`config.mk`:
```
export PLATFORM = sky130hd
export DESIGN_NAME = id_stage
export DESIGN_NICKNAME = d
export VERILOG_FILES = /design/src/hdl/id_pkg.sv /design/src/hdl/operand_if.sv /design/src/hdl/inst_decoder.sv /design/src/hdl/operand_forward.sv /design/src/hdl/branch_resolver.sv /design/src/hdl/id_ex_reg.sv /design/src/hdl/id_stage.sv
export SDC_FILE = /design/constraint.sdc
export NUM_CORES = 1
export LEC_CHECK = 0
export ABC_AREA = 1
export BUFFER_PORTS_ARGS = -buffer_cell sky130_fd_sc_hd__buf_2
export CAP_MARGIN = 20
export CORE_MARGIN = 5
export CORE_UTILIZATION = 24
export DETAILED_ROUTE_END_ITERATION = 12
export MAX_ROUTING_LAYER = met4
export SYNTH_ARGS = -nofsm -noshare
export SYNTH_HDL_FRONTEND = slang
export SYNTH_SLANG_ARGS = --single-unit
```
`constraint.sdc`:
```
create_clock -name clk -period 8.5 [get_ports clk]
set_input_delay 1.7 -clock clk [delete_from_list [all_inputs] [get_ports clk]]
set_output_delay 1.7 -clock clk [all_outputs]
set_load 0.01 [all_outputs]
```
`src/hdl/id_pkg.sv`:
```
package id_pkg;

    typedef logic [31:0] word_t;
    typedef logic [4:0]  reg_addr_t;
    typedef logic [31:0] inst_t;
    typedef logic [5:0]  opcode_t;    // also carries the func field

    typedef enum logic [7:0] {
        ALU_NOP   = 8'b0000_0000,
        ALU_OR    = 8'b0010_0101,
        ALU_AND   = 8'b0010_0100,
        ALU_XOR   = 8'b0010_0110,
        ALU_NOR   = 8'b0010_0111,
        ALU_SLL   = 8'b0111_1100,
        ALU_SRL   = 8'b0000_0010,
        ALU_SRA   = 8'b0000_0011,
        ALU_SLT   = 8'b0010_1010,
        ALU_SLTU  = 8'b0010_1011,
        ALU_ADD   = 8'b0010_0000,
        ALU_ADDU  = 8'b0010_0001,
        ALU_SUB   = 8'b0010_0010,
        ALU_SUBU  = 8'b0010_0011,
        ALU_ADDI  = 8'b0101_0101,
        ALU_ADDIU = 8'b0101_0110,
        ALU_LB    = 8'b1110_0000,
        ALU_LBU   = 8'b1110_0100,
        ALU_LH    = 8'b1110_0001,
        ALU_LHU   = 8'b1110_0101,
        ALU_LW    = 8'b1110_0011
    } aluop_t;

    typedef enum logic [2:0] {
        SEL_NOP         = 3'b000,
        SEL_LOGIC       = 3'b001,
        SEL_SHIFT       = 3'b010,
        SEL_ARITH       = 3'b100,
        SEL_JUMP_BRANCH = 3'b110,
        SEL_LOAD_STORE  = 3'b111
    } alusel_t;

    typedef enum logic [2:0] {
        BR_NONE, BR_ALWAYS, BR_EQ, BR_NE, BR_GTZ, BR_LEZ, BR_LTZ, BR_GEZ
    } branch_kind_t;

    localparam opcode_t OP_SPECIAL = 6'b000000;
    localparam opcode_t OP_REGIMM  = 6'b000001;
    localparam opcode_t OP_J       = 6'b000010;
    localparam opcode_t OP_JAL     = 6'b000011;
    localparam opcode_t OP_BEQ     = 6'b000100;
    localparam opcode_t OP_BNE     = 6'b000101;
    localparam opcode_t OP_BLEZ    = 6'b000110;
    localparam opcode_t OP_BGTZ    = 6'b000111;
    localparam opcode_t OP_ADDI    = 6'b001000;
    localparam opcode_t OP_ADDIU   = 6'b001001;
    localparam opcode_t OP_SLTI    = 6'b001010;
    localparam opcode_t OP_SLTIU   = 6'b001011;
    localparam opcode_t OP_ANDI    = 6'b001100;
    localparam opcode_t OP_ORI     = 6'b001101;
    localparam opcode_t OP_XORI    = 6'b001110;
    localparam opcode_t OP_LUI     = 6'b001111;
    localparam opcode_t OP_LB      = 6'b100000;
    localparam opcode_t OP_LH      = 6'b100001;
    localparam opcode_t OP_LW      = 6'b100011;
    localparam opcode_t OP_LBU     = 6'b100100;
    localparam opcode_t OP_LHU     = 6'b100101;

    localparam opcode_t FN_SLL  = 6'b000000;
    localparam opcode_t FN_SRL  = 6'b000010;
    localparam opcode_t FN_SRA  = 6'b000011;
    localparam opcode_t FN_SLLV = 6'b000100;
    localparam opcode_t FN_SRLV = 6'b000110;
    localparam opcode_t FN_SRAV = 6'b000111;
    localparam opcode_t FN_JR   = 6'b001000;
    localparam opcode_t FN_JALR = 6'b001001;
    localparam opcode_t FN_ADD  = 6'b100000;
    localparam opcode_t FN_ADDU = 6'b100001;
    localparam opcode_t FN_SUB  = 6'b100010;
    localparam opcode_t FN_SUBU = 6'b100011;
    localparam opcode_t FN_AND  = 6'b100100;
    localparam opcode_t FN_OR   = 6'b100101;
    localparam opcode_t FN_XOR  = 6'b100110;
    localparam opcode_t FN_NOR  = 6'b100111;
    localparam opcode_t FN_SLT  = 6'b101010;
    localparam opcode_t FN_SLTU = 6'b101011;

    localparam logic [4:0] RI_BLTZ   = 5'b00000;
    localparam logic [4:0] RI_BGEZ   = 5'b00001;
    localparam logic [4:0] RI_BLTZAL = 5'b10000;
    localparam logic [4:0] RI_BGEZAL = 5'b10001;

    localparam reg_addr_t LINK_REG = 5'd31;
    localparam int NUM_READ_PORTS = 2;

    // result group of an execute op
    function automatic alusel_t alusel_of(aluop_t op);
        case (op)
            ALU_NOP:                            return SEL_NOP;
            ALU_OR, ALU_AND, ALU_XOR, ALU_NOR:  return SEL_LOGIC;
            ALU_SLL, ALU_SRL, ALU_SRA:          return SEL_SHIFT;
            ALU_LB, ALU_LBU, ALU_LH, ALU_LHU,
            ALU_LW:                             return SEL_LOAD_STORE;
            default:                            return SEL_ARITH;
        endcase
    endfunction

endpackage

```
`src/hdl/operand_if.sv`:
```
`timescale 1ns/1ns

interface operand_if
    import id_pkg::*;
();

    logic      read_en;        // regfile read wanted
    reg_addr_t addr;           // register number
    word_t     imm;            // value when not read
    word_t     value;          // resolved operand
    logic      load_hazard;    // producer is a load still in ex

    modport dec (output read_en, output addr, output imm);

    modport fwd (
        input  read_en, input addr, input imm,
        output value, output load_hazard
    );

    // consumers of the resolved operand
    modport sink (input value, input load_hazard);

endinterface

```
`src/hdl/inst_decoder.sv`:
```
`timescale 1ns/1ns

module inst_decoder
    import id_pkg::*;
(
    input  inst_t        inst_i,
    input  word_t        pc_i,
    operand_if.dec       op [NUM_READ_PORTS],
    output aluop_t       aluop_o,
    output alusel_t      alusel_o,
    output reg_addr_t    wd_o,
    output logic         wreg_o,
    output branch_kind_t branch_kind_o,
    output logic         branch_reg_target_o,
    output logic         link_o
);

    opcode_t    opcode;
    opcode_t    func;
    reg_addr_t  rs;
    reg_addr_t  rt;
    reg_addr_t  rd;
    logic [4:0] shamt;
    aluop_t     fn_op;     // op of an R-type func
    aluop_t     im_op;     // op of an I-type opcode
    logic       sft_imm;   // sll/srl/sra take shamt
    logic [1:0] rd_en;     // bit 0 rs, bit 1 rt
    word_t      imm;

    assign opcode  = inst_i[31:26];
    assign rs      = inst_i[25:21];
    assign rt      = inst_i[20:16];
    assign rd      = inst_i[15:11];
    assign shamt   = inst_i[10:6];
    assign func    = inst_i[5:0];
    assign sft_imm = (func[5:2] == 4'b0000);

    always_comb begin
        case (func)
            FN_OR:            fn_op = ALU_OR;
            FN_AND:           fn_op = ALU_AND;
            FN_XOR:           fn_op = ALU_XOR;
            FN_NOR:           fn_op = ALU_NOR;
            FN_SLL, FN_SLLV:  fn_op = ALU_SLL;
            FN_SRL, FN_SRLV:  fn_op = ALU_SRL;
            FN_SRA, FN_SRAV:  fn_op = ALU_SRA;
            FN_SLT:           fn_op = ALU_SLT;
            FN_SLTU:          fn_op = ALU_SLTU;
            FN_ADD:           fn_op = ALU_ADD;
            FN_ADDU:          fn_op = ALU_ADDU;
            FN_SUB:           fn_op = ALU_SUB;
            FN_SUBU:          fn_op = ALU_SUBU;
            default:          fn_op = ALU_NOP;
        endcase
    end

    always_comb begin
        case (opcode)
            OP_ORI, OP_LUI:   im_op = ALU_OR;    // lui is or with upper imm
            OP_ANDI:          im_op = ALU_AND;
            OP_XORI:          im_op = ALU_XOR;
            OP_SLTI:          im_op = ALU_SLT;
            OP_SLTIU:         im_op = ALU_SLTU;
            OP_ADDI:          im_op = ALU_ADDI;
            OP_ADDIU:         im_op = ALU_ADDIU;
            OP_LB:            im_op = ALU_LB;
            OP_LBU:           im_op = ALU_LBU;
            OP_LH:            im_op = ALU_LH;
            OP_LHU:           im_op = ALU_LHU;
            OP_LW:            im_op = ALU_LW;
            default:          im_op = ALU_NOP;
        endcase
    end

    always_comb begin
        aluop_o             = ALU_NOP;
        wd_o                = rd;
        wreg_o              = 1'b0;
        rd_en               = 2'b00;
        imm                 = '0;
        branch_kind_o       = BR_NONE;
        branch_reg_target_o = 1'b0;
        link_o              = 1'b0;
        case (opcode)
            OP_SPECIAL: begin
                if (func == FN_JR || func == FN_JALR) begin
                    rd_en               = 2'b01;
                    branch_kind_o       = BR_ALWAYS;
                    branch_reg_target_o = 1'b1;
                    link_o              = func[0];    // jalr links to rd
                    wreg_o              = func[0];
                end else if (fn_op != ALU_NOP && (sft_imm ? rs == 5'd0 : shamt == 5'd0)) begin
                    aluop_o = fn_op;
                    wreg_o  = 1'b1;
                    rd_en   = sft_imm ? 2'b10 : 2'b11;
                    imm     = {27'd0, shamt};
                end
            end
            OP_REGIMM: begin
                rd_en = 2'b01;
                wd_o  = LINK_REG;
                case (rt)
                    RI_BLTZ, RI_BLTZAL: branch_kind_o = BR_LTZ;
                    RI_BGEZ, RI_BGEZAL: branch_kind_o = BR_GEZ;
                    default:            rd_en = 2'b00;
                endcase
                link_o = (branch_kind_o != BR_NONE) && rt[4];
                wreg_o = link_o;
            end
            OP_J, OP_JAL: begin
                branch_kind_o = BR_ALWAYS;
                wd_o          = LINK_REG;
                link_o        = opcode[0];
                wreg_o        = opcode[0];
            end
            OP_BEQ, OP_BNE: begin
                rd_en         = 2'b11;
                branch_kind_o = opcode[0] ? BR_NE : BR_EQ;
            end
            OP_BLEZ, OP_BGTZ: begin
                rd_en         = 2'b01;
                branch_kind_o = opcode[0] ? BR_GTZ : BR_LEZ;
            end
            default: begin
                if (im_op != ALU_NOP) begin
                    aluop_o = im_op;
                    wreg_o  = 1'b1;
                    wd_o    = rt;
                    rd_en   = 2'b01;
                    if (opcode == OP_LUI) begin
                        imm = {inst_i[15:0], 16'd0};
                    end else if (opcode[5:2] == 4'b0011) begin    // andi, ori, xori
                        imm = {16'd0, inst_i[15:0]};
                    end else begin
                        imm = {{16{inst_i[15]}}, inst_i[15:0]};
                    end
                end
            end
        endcase
    end

    assign alusel_o = link_o ? SEL_JUMP_BRANCH : alusel_of(aluop_o);

    assign op[0].read_en = rd_en[0];
    assign op[0].addr    = rs;
    assign op[0].imm     = imm;
    assign op[1].read_en = rd_en[1];
    assign op[1].addr    = rt;
    // link forms carry the return address as second operand
    assign op[1].imm     = link_o ? pc_i + 32'd8 : imm;

endmodule

```
`src/hdl/operand_forward.sv`:
```
`timescale 1ns/1ns

module operand_forward
    import id_pkg::*;
(
    operand_if.fwd op,
    input  word_t     reg_data_i,
    input  aluop_t    ex_aluop_i,
    input  logic      ex_wreg_i,
    input  reg_addr_t ex_wd_i,
    input  word_t     ex_wdata_i,
    input  logic      mem_wreg_i,
    input  reg_addr_t mem_wd_i,
    input  word_t     mem_wdata_i
);

    logic ex_is_load;
    logic ex_hit;
    logic mem_hit;

    // load data only exists after mem, so ex cannot forward it
    assign ex_is_load = (alusel_of(ex_aluop_i) == SEL_LOAD_STORE);
    assign ex_hit     = ex_wreg_i && (ex_wd_i == op.addr);
    assign mem_hit    = mem_wreg_i && (mem_wd_i == op.addr);

    assign op.load_hazard = op.read_en && ex_is_load && (ex_wd_i == op.addr);

    always_comb begin
        if (!op.read_en) begin
            op.value = op.imm;
        end else if (ex_hit) begin
            op.value = ex_wdata_i;     // youngest result wins
        end else if (mem_hit) begin
            op.value = mem_wdata_i;
        end else begin
            op.value = reg_data_i;
        end
    end

endmodule

```
`src/hdl/branch_resolver.sv`:
```
`timescale 1ns/1ns

module branch_resolver
    import id_pkg::*;
(
    operand_if.sink      op [NUM_READ_PORTS],
    input  word_t        pc_i,
    input  inst_t        inst_i,
    input  branch_kind_t branch_kind_i,
    input  logic         branch_reg_target_i,
    output logic         taken_o,
    output word_t        target_o,
    output word_t        link_addr_o
);

    word_t rs_val;
    word_t rt_val;
    word_t pc_plus4;
    word_t br_offset;
    logic  rs_zero;

    assign rs_val    = op[0].value;
    assign rt_val    = op[1].value;
    assign pc_plus4  = pc_i + 32'd4;
    assign br_offset = {{14{inst_i[15]}}, inst_i[15:0], 2'b00};
    assign rs_zero   = (rs_val == '0);

    always_comb begin
        case (branch_kind_i)
            BR_ALWAYS: taken_o = 1'b1;
            BR_EQ:     taken_o = (rs_val == rt_val);
            BR_NE:     taken_o = (rs_val != rt_val);
            BR_GTZ:    taken_o = !rs_val[31] && !rs_zero;
            BR_LEZ:    taken_o = rs_val[31] || rs_zero;
            BR_LTZ:    taken_o = rs_val[31];
            BR_GEZ:    taken_o = !rs_val[31];
            default:   taken_o = 1'b0;
        endcase
    end

    always_comb begin
        if (!taken_o) begin
            target_o = '0;
        end else if (branch_reg_target_i) begin
            target_o = rs_val;                                  // jr, jalr
        end else if (branch_kind_i == BR_ALWAYS) begin
            target_o = {pc_plus4[31:28], inst_i[25:0], 2'b00};  // j, jal
        end else begin
            target_o = pc_plus4 + br_offset;
        end
    end

    assign link_addr_o = pc_i + 32'd8;    // skips the delay slot

endmodule

```
`src/hdl/id_ex_reg.sv`:
```
`timescale 1ns/1ns

module id_ex_reg
    import id_pkg::*;
(
    input  logic        clk,
    input  logic        arst_n_i,
    operand_if.sink     op [NUM_READ_PORTS],
    input  aluop_t      aluop_i,
    input  alusel_t     alusel_i,
    input  reg_addr_t   wd_i,
    input  logic        wreg_i,
    input  logic        link_i,
    input  logic        taken_i,
    input  word_t       target_i,
    input  word_t       link_addr_i,
    input  inst_t       inst_i,
    output logic        stall_o,
    output aluop_t      aluop_o,
    output alusel_t     alusel_o,
    output word_t       reg1_o,
    output word_t       reg2_o,
    output reg_addr_t   wd_o,
    output logic        wreg_o,
    output word_t       link_addr_o,
    output logic        branch_flag_o,
    output word_t       branch_target_o,
    output logic        in_delayslot_o,
    output inst_t       inst_o
);

    logic next_in_slot;    // next accepted inst sits in a delay slot

    assign stall_o = op[0].load_hazard | op[1].load_hazard;

    always_ff @(posedge clk or negedge arst_n_i) begin
        if (!arst_n_i) begin
            aluop_o         <= ALU_NOP;
            alusel_o        <= SEL_NOP;
            reg1_o          <= '0;
            reg2_o          <= '0;
            wd_o            <= '0;
            wreg_o          <= 1'b0;
            link_addr_o     <= '0;
            branch_flag_o   <= 1'b0;
            branch_target_o <= '0;
            in_delayslot_o  <= 1'b0;
            inst_o          <= '0;
            next_in_slot    <= 1'b0;
        end else begin
            // a stall sends a bubble and keeps the inst in decode
            aluop_o         <= stall_o ? ALU_NOP : aluop_i;
            alusel_o        <= stall_o ? SEL_NOP : alusel_i;
            reg1_o          <= stall_o ? '0 : op[0].value;
            reg2_o          <= stall_o ? '0 : op[1].value;
            wd_o            <= stall_o ? '0 : wd_i;
            wreg_o          <= !stall_o && wreg_i;
            link_addr_o     <= (!stall_o && link_i) ? link_addr_i : '0;
            branch_flag_o   <= !stall_o && taken_i;
            branch_target_o <= stall_o ? '0 : target_i;
            in_delayslot_o  <= !stall_o && next_in_slot;
            inst_o          <= stall_o ? '0 : inst_i;
            if (!stall_o) begin
                next_in_slot <= taken_i;    // held across a stall
            end
        end
    end

    // fetch holds the stalled inst until the hazard clears
    assert property (@(posedge clk) disable iff (!arst_n_i)
        stall_o |=> $stable(inst_i))
        else $error("instruction changed while decode was stalled");

endmodule

```
`src/hdl/id_stage.sv`:
```
`timescale 1ns/1ns

module id_stage
    import id_pkg::*;
(
    input  logic      clk,
    input  logic      arst_n_i,
    input  word_t     pc_i,
    input  inst_t     inst_i,
    input  aluop_t    ex_aluop_i,
    input  logic      ex_wreg_i,
    input  reg_addr_t ex_wd_i,
    input  word_t     ex_wdata_i,
    input  logic      mem_wreg_i,
    input  reg_addr_t mem_wd_i,
    input  word_t     mem_wdata_i,
    input  word_t     reg1_data_i,
    input  word_t     reg2_data_i,
    output logic      reg1_read_o,
    output logic      reg2_read_o,
    output reg_addr_t reg1_addr_o,
    output reg_addr_t reg2_addr_o,
    output aluop_t    aluop_o,
    output alusel_t   alusel_o,
    output word_t     reg1_o,
    output word_t     reg2_o,
    output reg_addr_t wd_o,
    output logic      wreg_o,
    output word_t     link_addr_o,
    output logic      branch_flag_o,
    output word_t     branch_target_o,
    output logic      in_delayslot_o,
    output inst_t     inst_o,
    output logic      stall_o
);

    operand_if op_if [NUM_READ_PORTS] ();    // 0 rs, 1 rt

    aluop_t       dec_aluop;
    alusel_t      dec_alusel;
    reg_addr_t    dec_wd;
    logic         dec_wreg;
    branch_kind_t dec_kind;
    logic         dec_reg_target;
    logic         dec_link;
    logic         br_taken;
    word_t        br_target;
    word_t        br_link_addr;
    word_t        reg_data [NUM_READ_PORTS];

    assign reg_data[0] = reg1_data_i;
    assign reg_data[1] = reg2_data_i;

    // regfile reads go out in the same cycle
    assign reg1_read_o = op_if[0].read_en;
    assign reg1_addr_o = op_if[0].addr;
    assign reg2_read_o = op_if[1].read_en;
    assign reg2_addr_o = op_if[1].addr;

    inst_decoder i_inst_decoder (
        .inst_i              (inst_i),
        .pc_i                (pc_i),
        .op                  (op_if),
        .aluop_o             (dec_aluop),
        .alusel_o            (dec_alusel),
        .wd_o                (dec_wd),
        .wreg_o              (dec_wreg),
        .branch_kind_o       (dec_kind),
        .branch_reg_target_o (dec_reg_target),
        .link_o              (dec_link)
    );

    for (genvar g = 0; g < NUM_READ_PORTS; g++) begin : g_fwd
        operand_forward i_operand_forward (
            .op          (op_if[g]),
            .reg_data_i  (reg_data[g]),
            .ex_aluop_i  (ex_aluop_i),
            .ex_wreg_i   (ex_wreg_i),
            .ex_wd_i     (ex_wd_i),
            .ex_wdata_i  (ex_wdata_i),
            .mem_wreg_i  (mem_wreg_i),
            .mem_wd_i    (mem_wd_i),
            .mem_wdata_i (mem_wdata_i)
        );
    end

    branch_resolver i_branch_resolver (
        .op                  (op_if),
        .pc_i                (pc_i),
        .inst_i              (inst_i),
        .branch_kind_i       (dec_kind),
        .branch_reg_target_i (dec_reg_target),
        .taken_o             (br_taken),
        .target_o            (br_target),
        .link_addr_o         (br_link_addr)
    );

    id_ex_reg i_id_ex_reg (
        .clk             (clk),
        .arst_n_i        (arst_n_i),
        .op              (op_if),
        .aluop_i         (dec_aluop),
        .alusel_i        (dec_alusel),
        .wd_i            (dec_wd),
        .wreg_i          (dec_wreg),
        .link_i          (dec_link),
        .taken_i         (br_taken),
        .target_i        (br_target),
        .link_addr_i     (br_link_addr),
        .inst_i          (inst_i),
        .stall_o         (stall_o),
        .aluop_o         (aluop_o),
        .alusel_o        (alusel_o),
        .reg1_o          (reg1_o),
        .reg2_o          (reg2_o),
        .wd_o            (wd_o),
        .wreg_o          (wreg_o),
        .link_addr_o     (link_addr_o),
        .branch_flag_o   (branch_flag_o),
        .branch_target_o (branch_target_o),
        .in_delayslot_o  (in_delayslot_o),
        .inst_o          (inst_o)
    );

endmodule

```
==> results.json <==
{
  "run_status": "completed",
  "post_route_cells_drive_above_1_share_pct": 19.0,
  "flow.area_growth_from_synthesis_pct": 23.1,
  "instances_no_fill": 3497,
  "final.fill_count": 6791,
  "final_core_utilization_pct": 29.9,
  "tritoncts.num_buffers": 17,
  "synthesis.area_per_instance_sq_um": 6.13,
  "ys_top_cells_by_area": "dfrtp_1 (31%), nand2_1 (20%), nor2_1 (9.4%)",
  "tritoncts_clock_tree": "done",
  "totalWireLength_um": 80200,
  "place_inst": 3450,
  "cts_repair_resize_count": 0,
  "total_setup_violations_reported_at_the_end_of_the_flow": 0,
  "synthesis.yosys.warnings": 0,
  "hpwl_um": 65100,
  "cts.hold.buffers_added": 0,
  "drtIter0Drc": 1812,
  "htreeDepth": 4,
  "worst_slew_margin_rel_pct": 30.6,
  "fmax_mhz": 148,
  "wire_length_of_the_first_global_routing_pass_um": 113000,
  "grt_overflow": 0,
  "final.period_utilization_pct": 79.5,
  "chipWidth_um": 255,
  "worst_pin_slew_ps": 1040,
  "worst_skew_pair.late_latency_ps": 490,
  "remaining_drc_errors": 0,
  "area.sequential_sq_mm": 0.00450,
  "min-delay-path-class": "reg2reg",
  "cp_data_arrival_time_ps": 5050,
  "post_synth_num_cell_types": 45,
  "critical_path_class": "in2out",
  "cts.sinks": 180,
  "synth_edf_count": 0,
  "synth_top_area_share_pct": 31.3,
  "clock_tree.root_cell": "clkbuf_16",
  "final_cell_area_sq_mm": 0.0177,
  "layout_common_cells": "nand2_1 (777), buf_2 (404), nor2_1 (360)",
  "dominant_register_cell_in_the_synthesized_netlist": "dfrtp_1",
  "clockBufferDepth": 2,
  "area_of_the_multi_input_gates_sq_mm": 0.00838,
  "yosysTopAreaCell": "dfrtp_1",
  "finish.net_count": 2949,
  "grt_setup_unrepaired": "no",
  "number_of_slew_limit_violations_in_the_final_report": 0,
  "power_density_mw_per_mm2": 148,
  "fin_tns_setup_ps": 0,
  "grt_max_degree": 118,
  "leakage_uw": 0.0100,
  "finalClockSkew_ps": 0.842,
  "vdd.ir_drop.worst_mv": 0.0929,
  "final_hold_viol_count": 0,
  "final_antenna_net_count": 0,
  "post_synthesis_sequential_area_ratio_pct": 31.3,
  "largest_fanout_on_the_critical_path": 35,
  "maxCapViolCount": 0,
  "cp-start-kind": "input pin",
  "vias_in_the_first_global_route": 16200,
  "design.die.area_sq_mm": 0.0650,
  "critical_path.endpoint_type": "output port",
  "route.vias.total": 17300,
  "min_period_ps": 6750,
  "port_buffers": 405,
  "holdPathStages": 2,
  "postSynthNetCount": 2602,
  "dr.pass1.iters": 6,
  "die_h_um": 255,
  "cp_data_required_time_ps": 6800,
  "place_area_sq_mm": 0.0171,
  "groute.usage.overall_pct": 24.6,
  "async_flop_share_pct": 100,
  "total_setup_buffers_inserted_after_cts": 0,
  "wire_per_inst_um": 22.9,
  "ios": 406,
  "floorplan_core_area_sq_mm": 0.0592,
  "start_util_pct": 24.3,
  "cts.clk_slew.worst_paths_ps": 70,
  "avgViaCountPerCell": 4.94,
  "number_of_antenna_violations_at_the_first_check_in_global_routing": 15,
  "mappedNetlistArea_sq_mm": 0.0144,
  "rows": 89,
  "r2r.worst_path.cells": 2,
  "mostFrequentLayoutCell": "nand2_1",
  "number_of_instances_in_the_synthesized_netlist": 2351,
  "count_of_state_elements_after_synthesis": 180,
  "finalWeightedCongestion": 0.983
}
-- cells in the mapped netlist (2+ instances only) --
cell and n:
nand2_4 2, buf_6 4, buf_2 29, a21o_1 2, and2_1 2, buf_1 6
o21ai_1 6, nand2_2 4, nand2_1 777, xnor2_1 11, o21ai_0 112, nand4_1 51
nand3_2 2, a221oi_1 2, nand3_1 210, o211ai_1 34, o221ai_1 10, or2_2 10
clkinv_1 2, a31oi_1 4, ha_1 36, buf_4 15, o21a_1 3, a21oi_1 73
nor2_2 8, nand3b_1 3, nor2_1 360, clkbuf_1 50, o31ai_1 3, nor2_4 6
a211oi_1 2, o21bai_1 2, o2111ai_1 2, inv_2 20, xor2_1 30, o22ai_1 10
dfrtp_1 180, inv_1 248, nor3_1 14
-- final timing paths --
path	start	to	slack [ps]
min reg2reg	i_id_ex_reg.next_in_slot	i_id_ex_reg.next_in_slot	500
max	inst_i[30]	stall_o	1750
min in group asynchronous	arst_n_i	i_id_ex_reg.inst_o[31]	1070
min	i_id_ex_reg.next_in_slot	i_id_ex_reg.next_in_slot	500
max reg2reg	i_id_ex_reg.next_in_slot	i_id_ex_reg.next_in_slot	7880
max in group asynchronous	arst_n_i	i_id_ex_reg.inst_o[26]	5730
-- metrics by stage --
step                      worst slack (ps)  hold slack, ps  power (uW)
final                                 1750             495        2620
after floorplan                       3220             449        1420
after global placement                1710             474        1810
after CTS                             1830             494        2630
after global routing                  1450             528        2750
after detailed placement              1650             476        1810
-- per-layer routing --
metal,part of all wire (%),up-vias,GRT usage (%)
li1,-,8183,-
met1,43,8086,32.5
met2,45,874,37.8
met3,8.4,131,4.85
met4,3.8,0,8.19
met5,0,-,-
-- power by group --
group          switching, uW  internal (uW)  leakage [uW]
clock                    383            428      0.000273
sequential              24.3            910       0.00236
combinational            607            266       0.00740
-- critical path: stages --
cell	delay [ps]
buf_2	120
nor2_1	620
nand2_1	250
nor2_1	160
nor2_1	70
nand2_2	470
inv_2	240
nand2_2	360
nand2_4	350
o21ai_0	260
nand2_1	140
clkinv_2	140
buf_2	150
-- cells by family (layout without fill, tap and decap cells) --
logic type / Yosys count / in the layout / share of synthesized area, %
AOI/OAI and AO/OA: 268 / 268 / 10.7
xor gates and xnor gates: 41 / 41 / 2.49
adders and majority gates: 37 / 37 / 3.26
buffers and inverters: 374 / 734 / 10.6
DFF: 180 / 180 / 31.3
other: 0 / 13 / 0
and+or+nand+nor: 1451 / 1451 / 41.7
-- cell type report --
cell class,count,area share [%]
Clock buffer,22,2.67
Sequential cell,180,25.4
Inverter,270,5.72
Tap cell,773,5.45
Multi-Input combinational cell,1797,47.3
Timing Repair Buffer,432,12.8
Antenna cell,13,0.183
Clock inverter,10,0.550
-- flip-flops by register name, indices dropped and copies added (netlist names) --
register	count
i_id_ex_reg.aluop_o	8
i_id_ex_reg.alusel_o	3
i_id_ex_reg.branch_flag_o	1
i_id_ex_reg.branch_target_o	32
i_id_ex_reg.in_delayslot_o	1
i_id_ex_reg.inst_o	32
i_id_ex_reg.link_addr_o	32
i_id_ex_reg.next_in_slot	1
i_id_ex_reg.reg1_o	32
i_id_ex_reg.reg2_o	32
i_id_ex_reg.wd_o	5
i_id_ex_reg.wreg_o	1
Power figures use the tool's default switching activity.
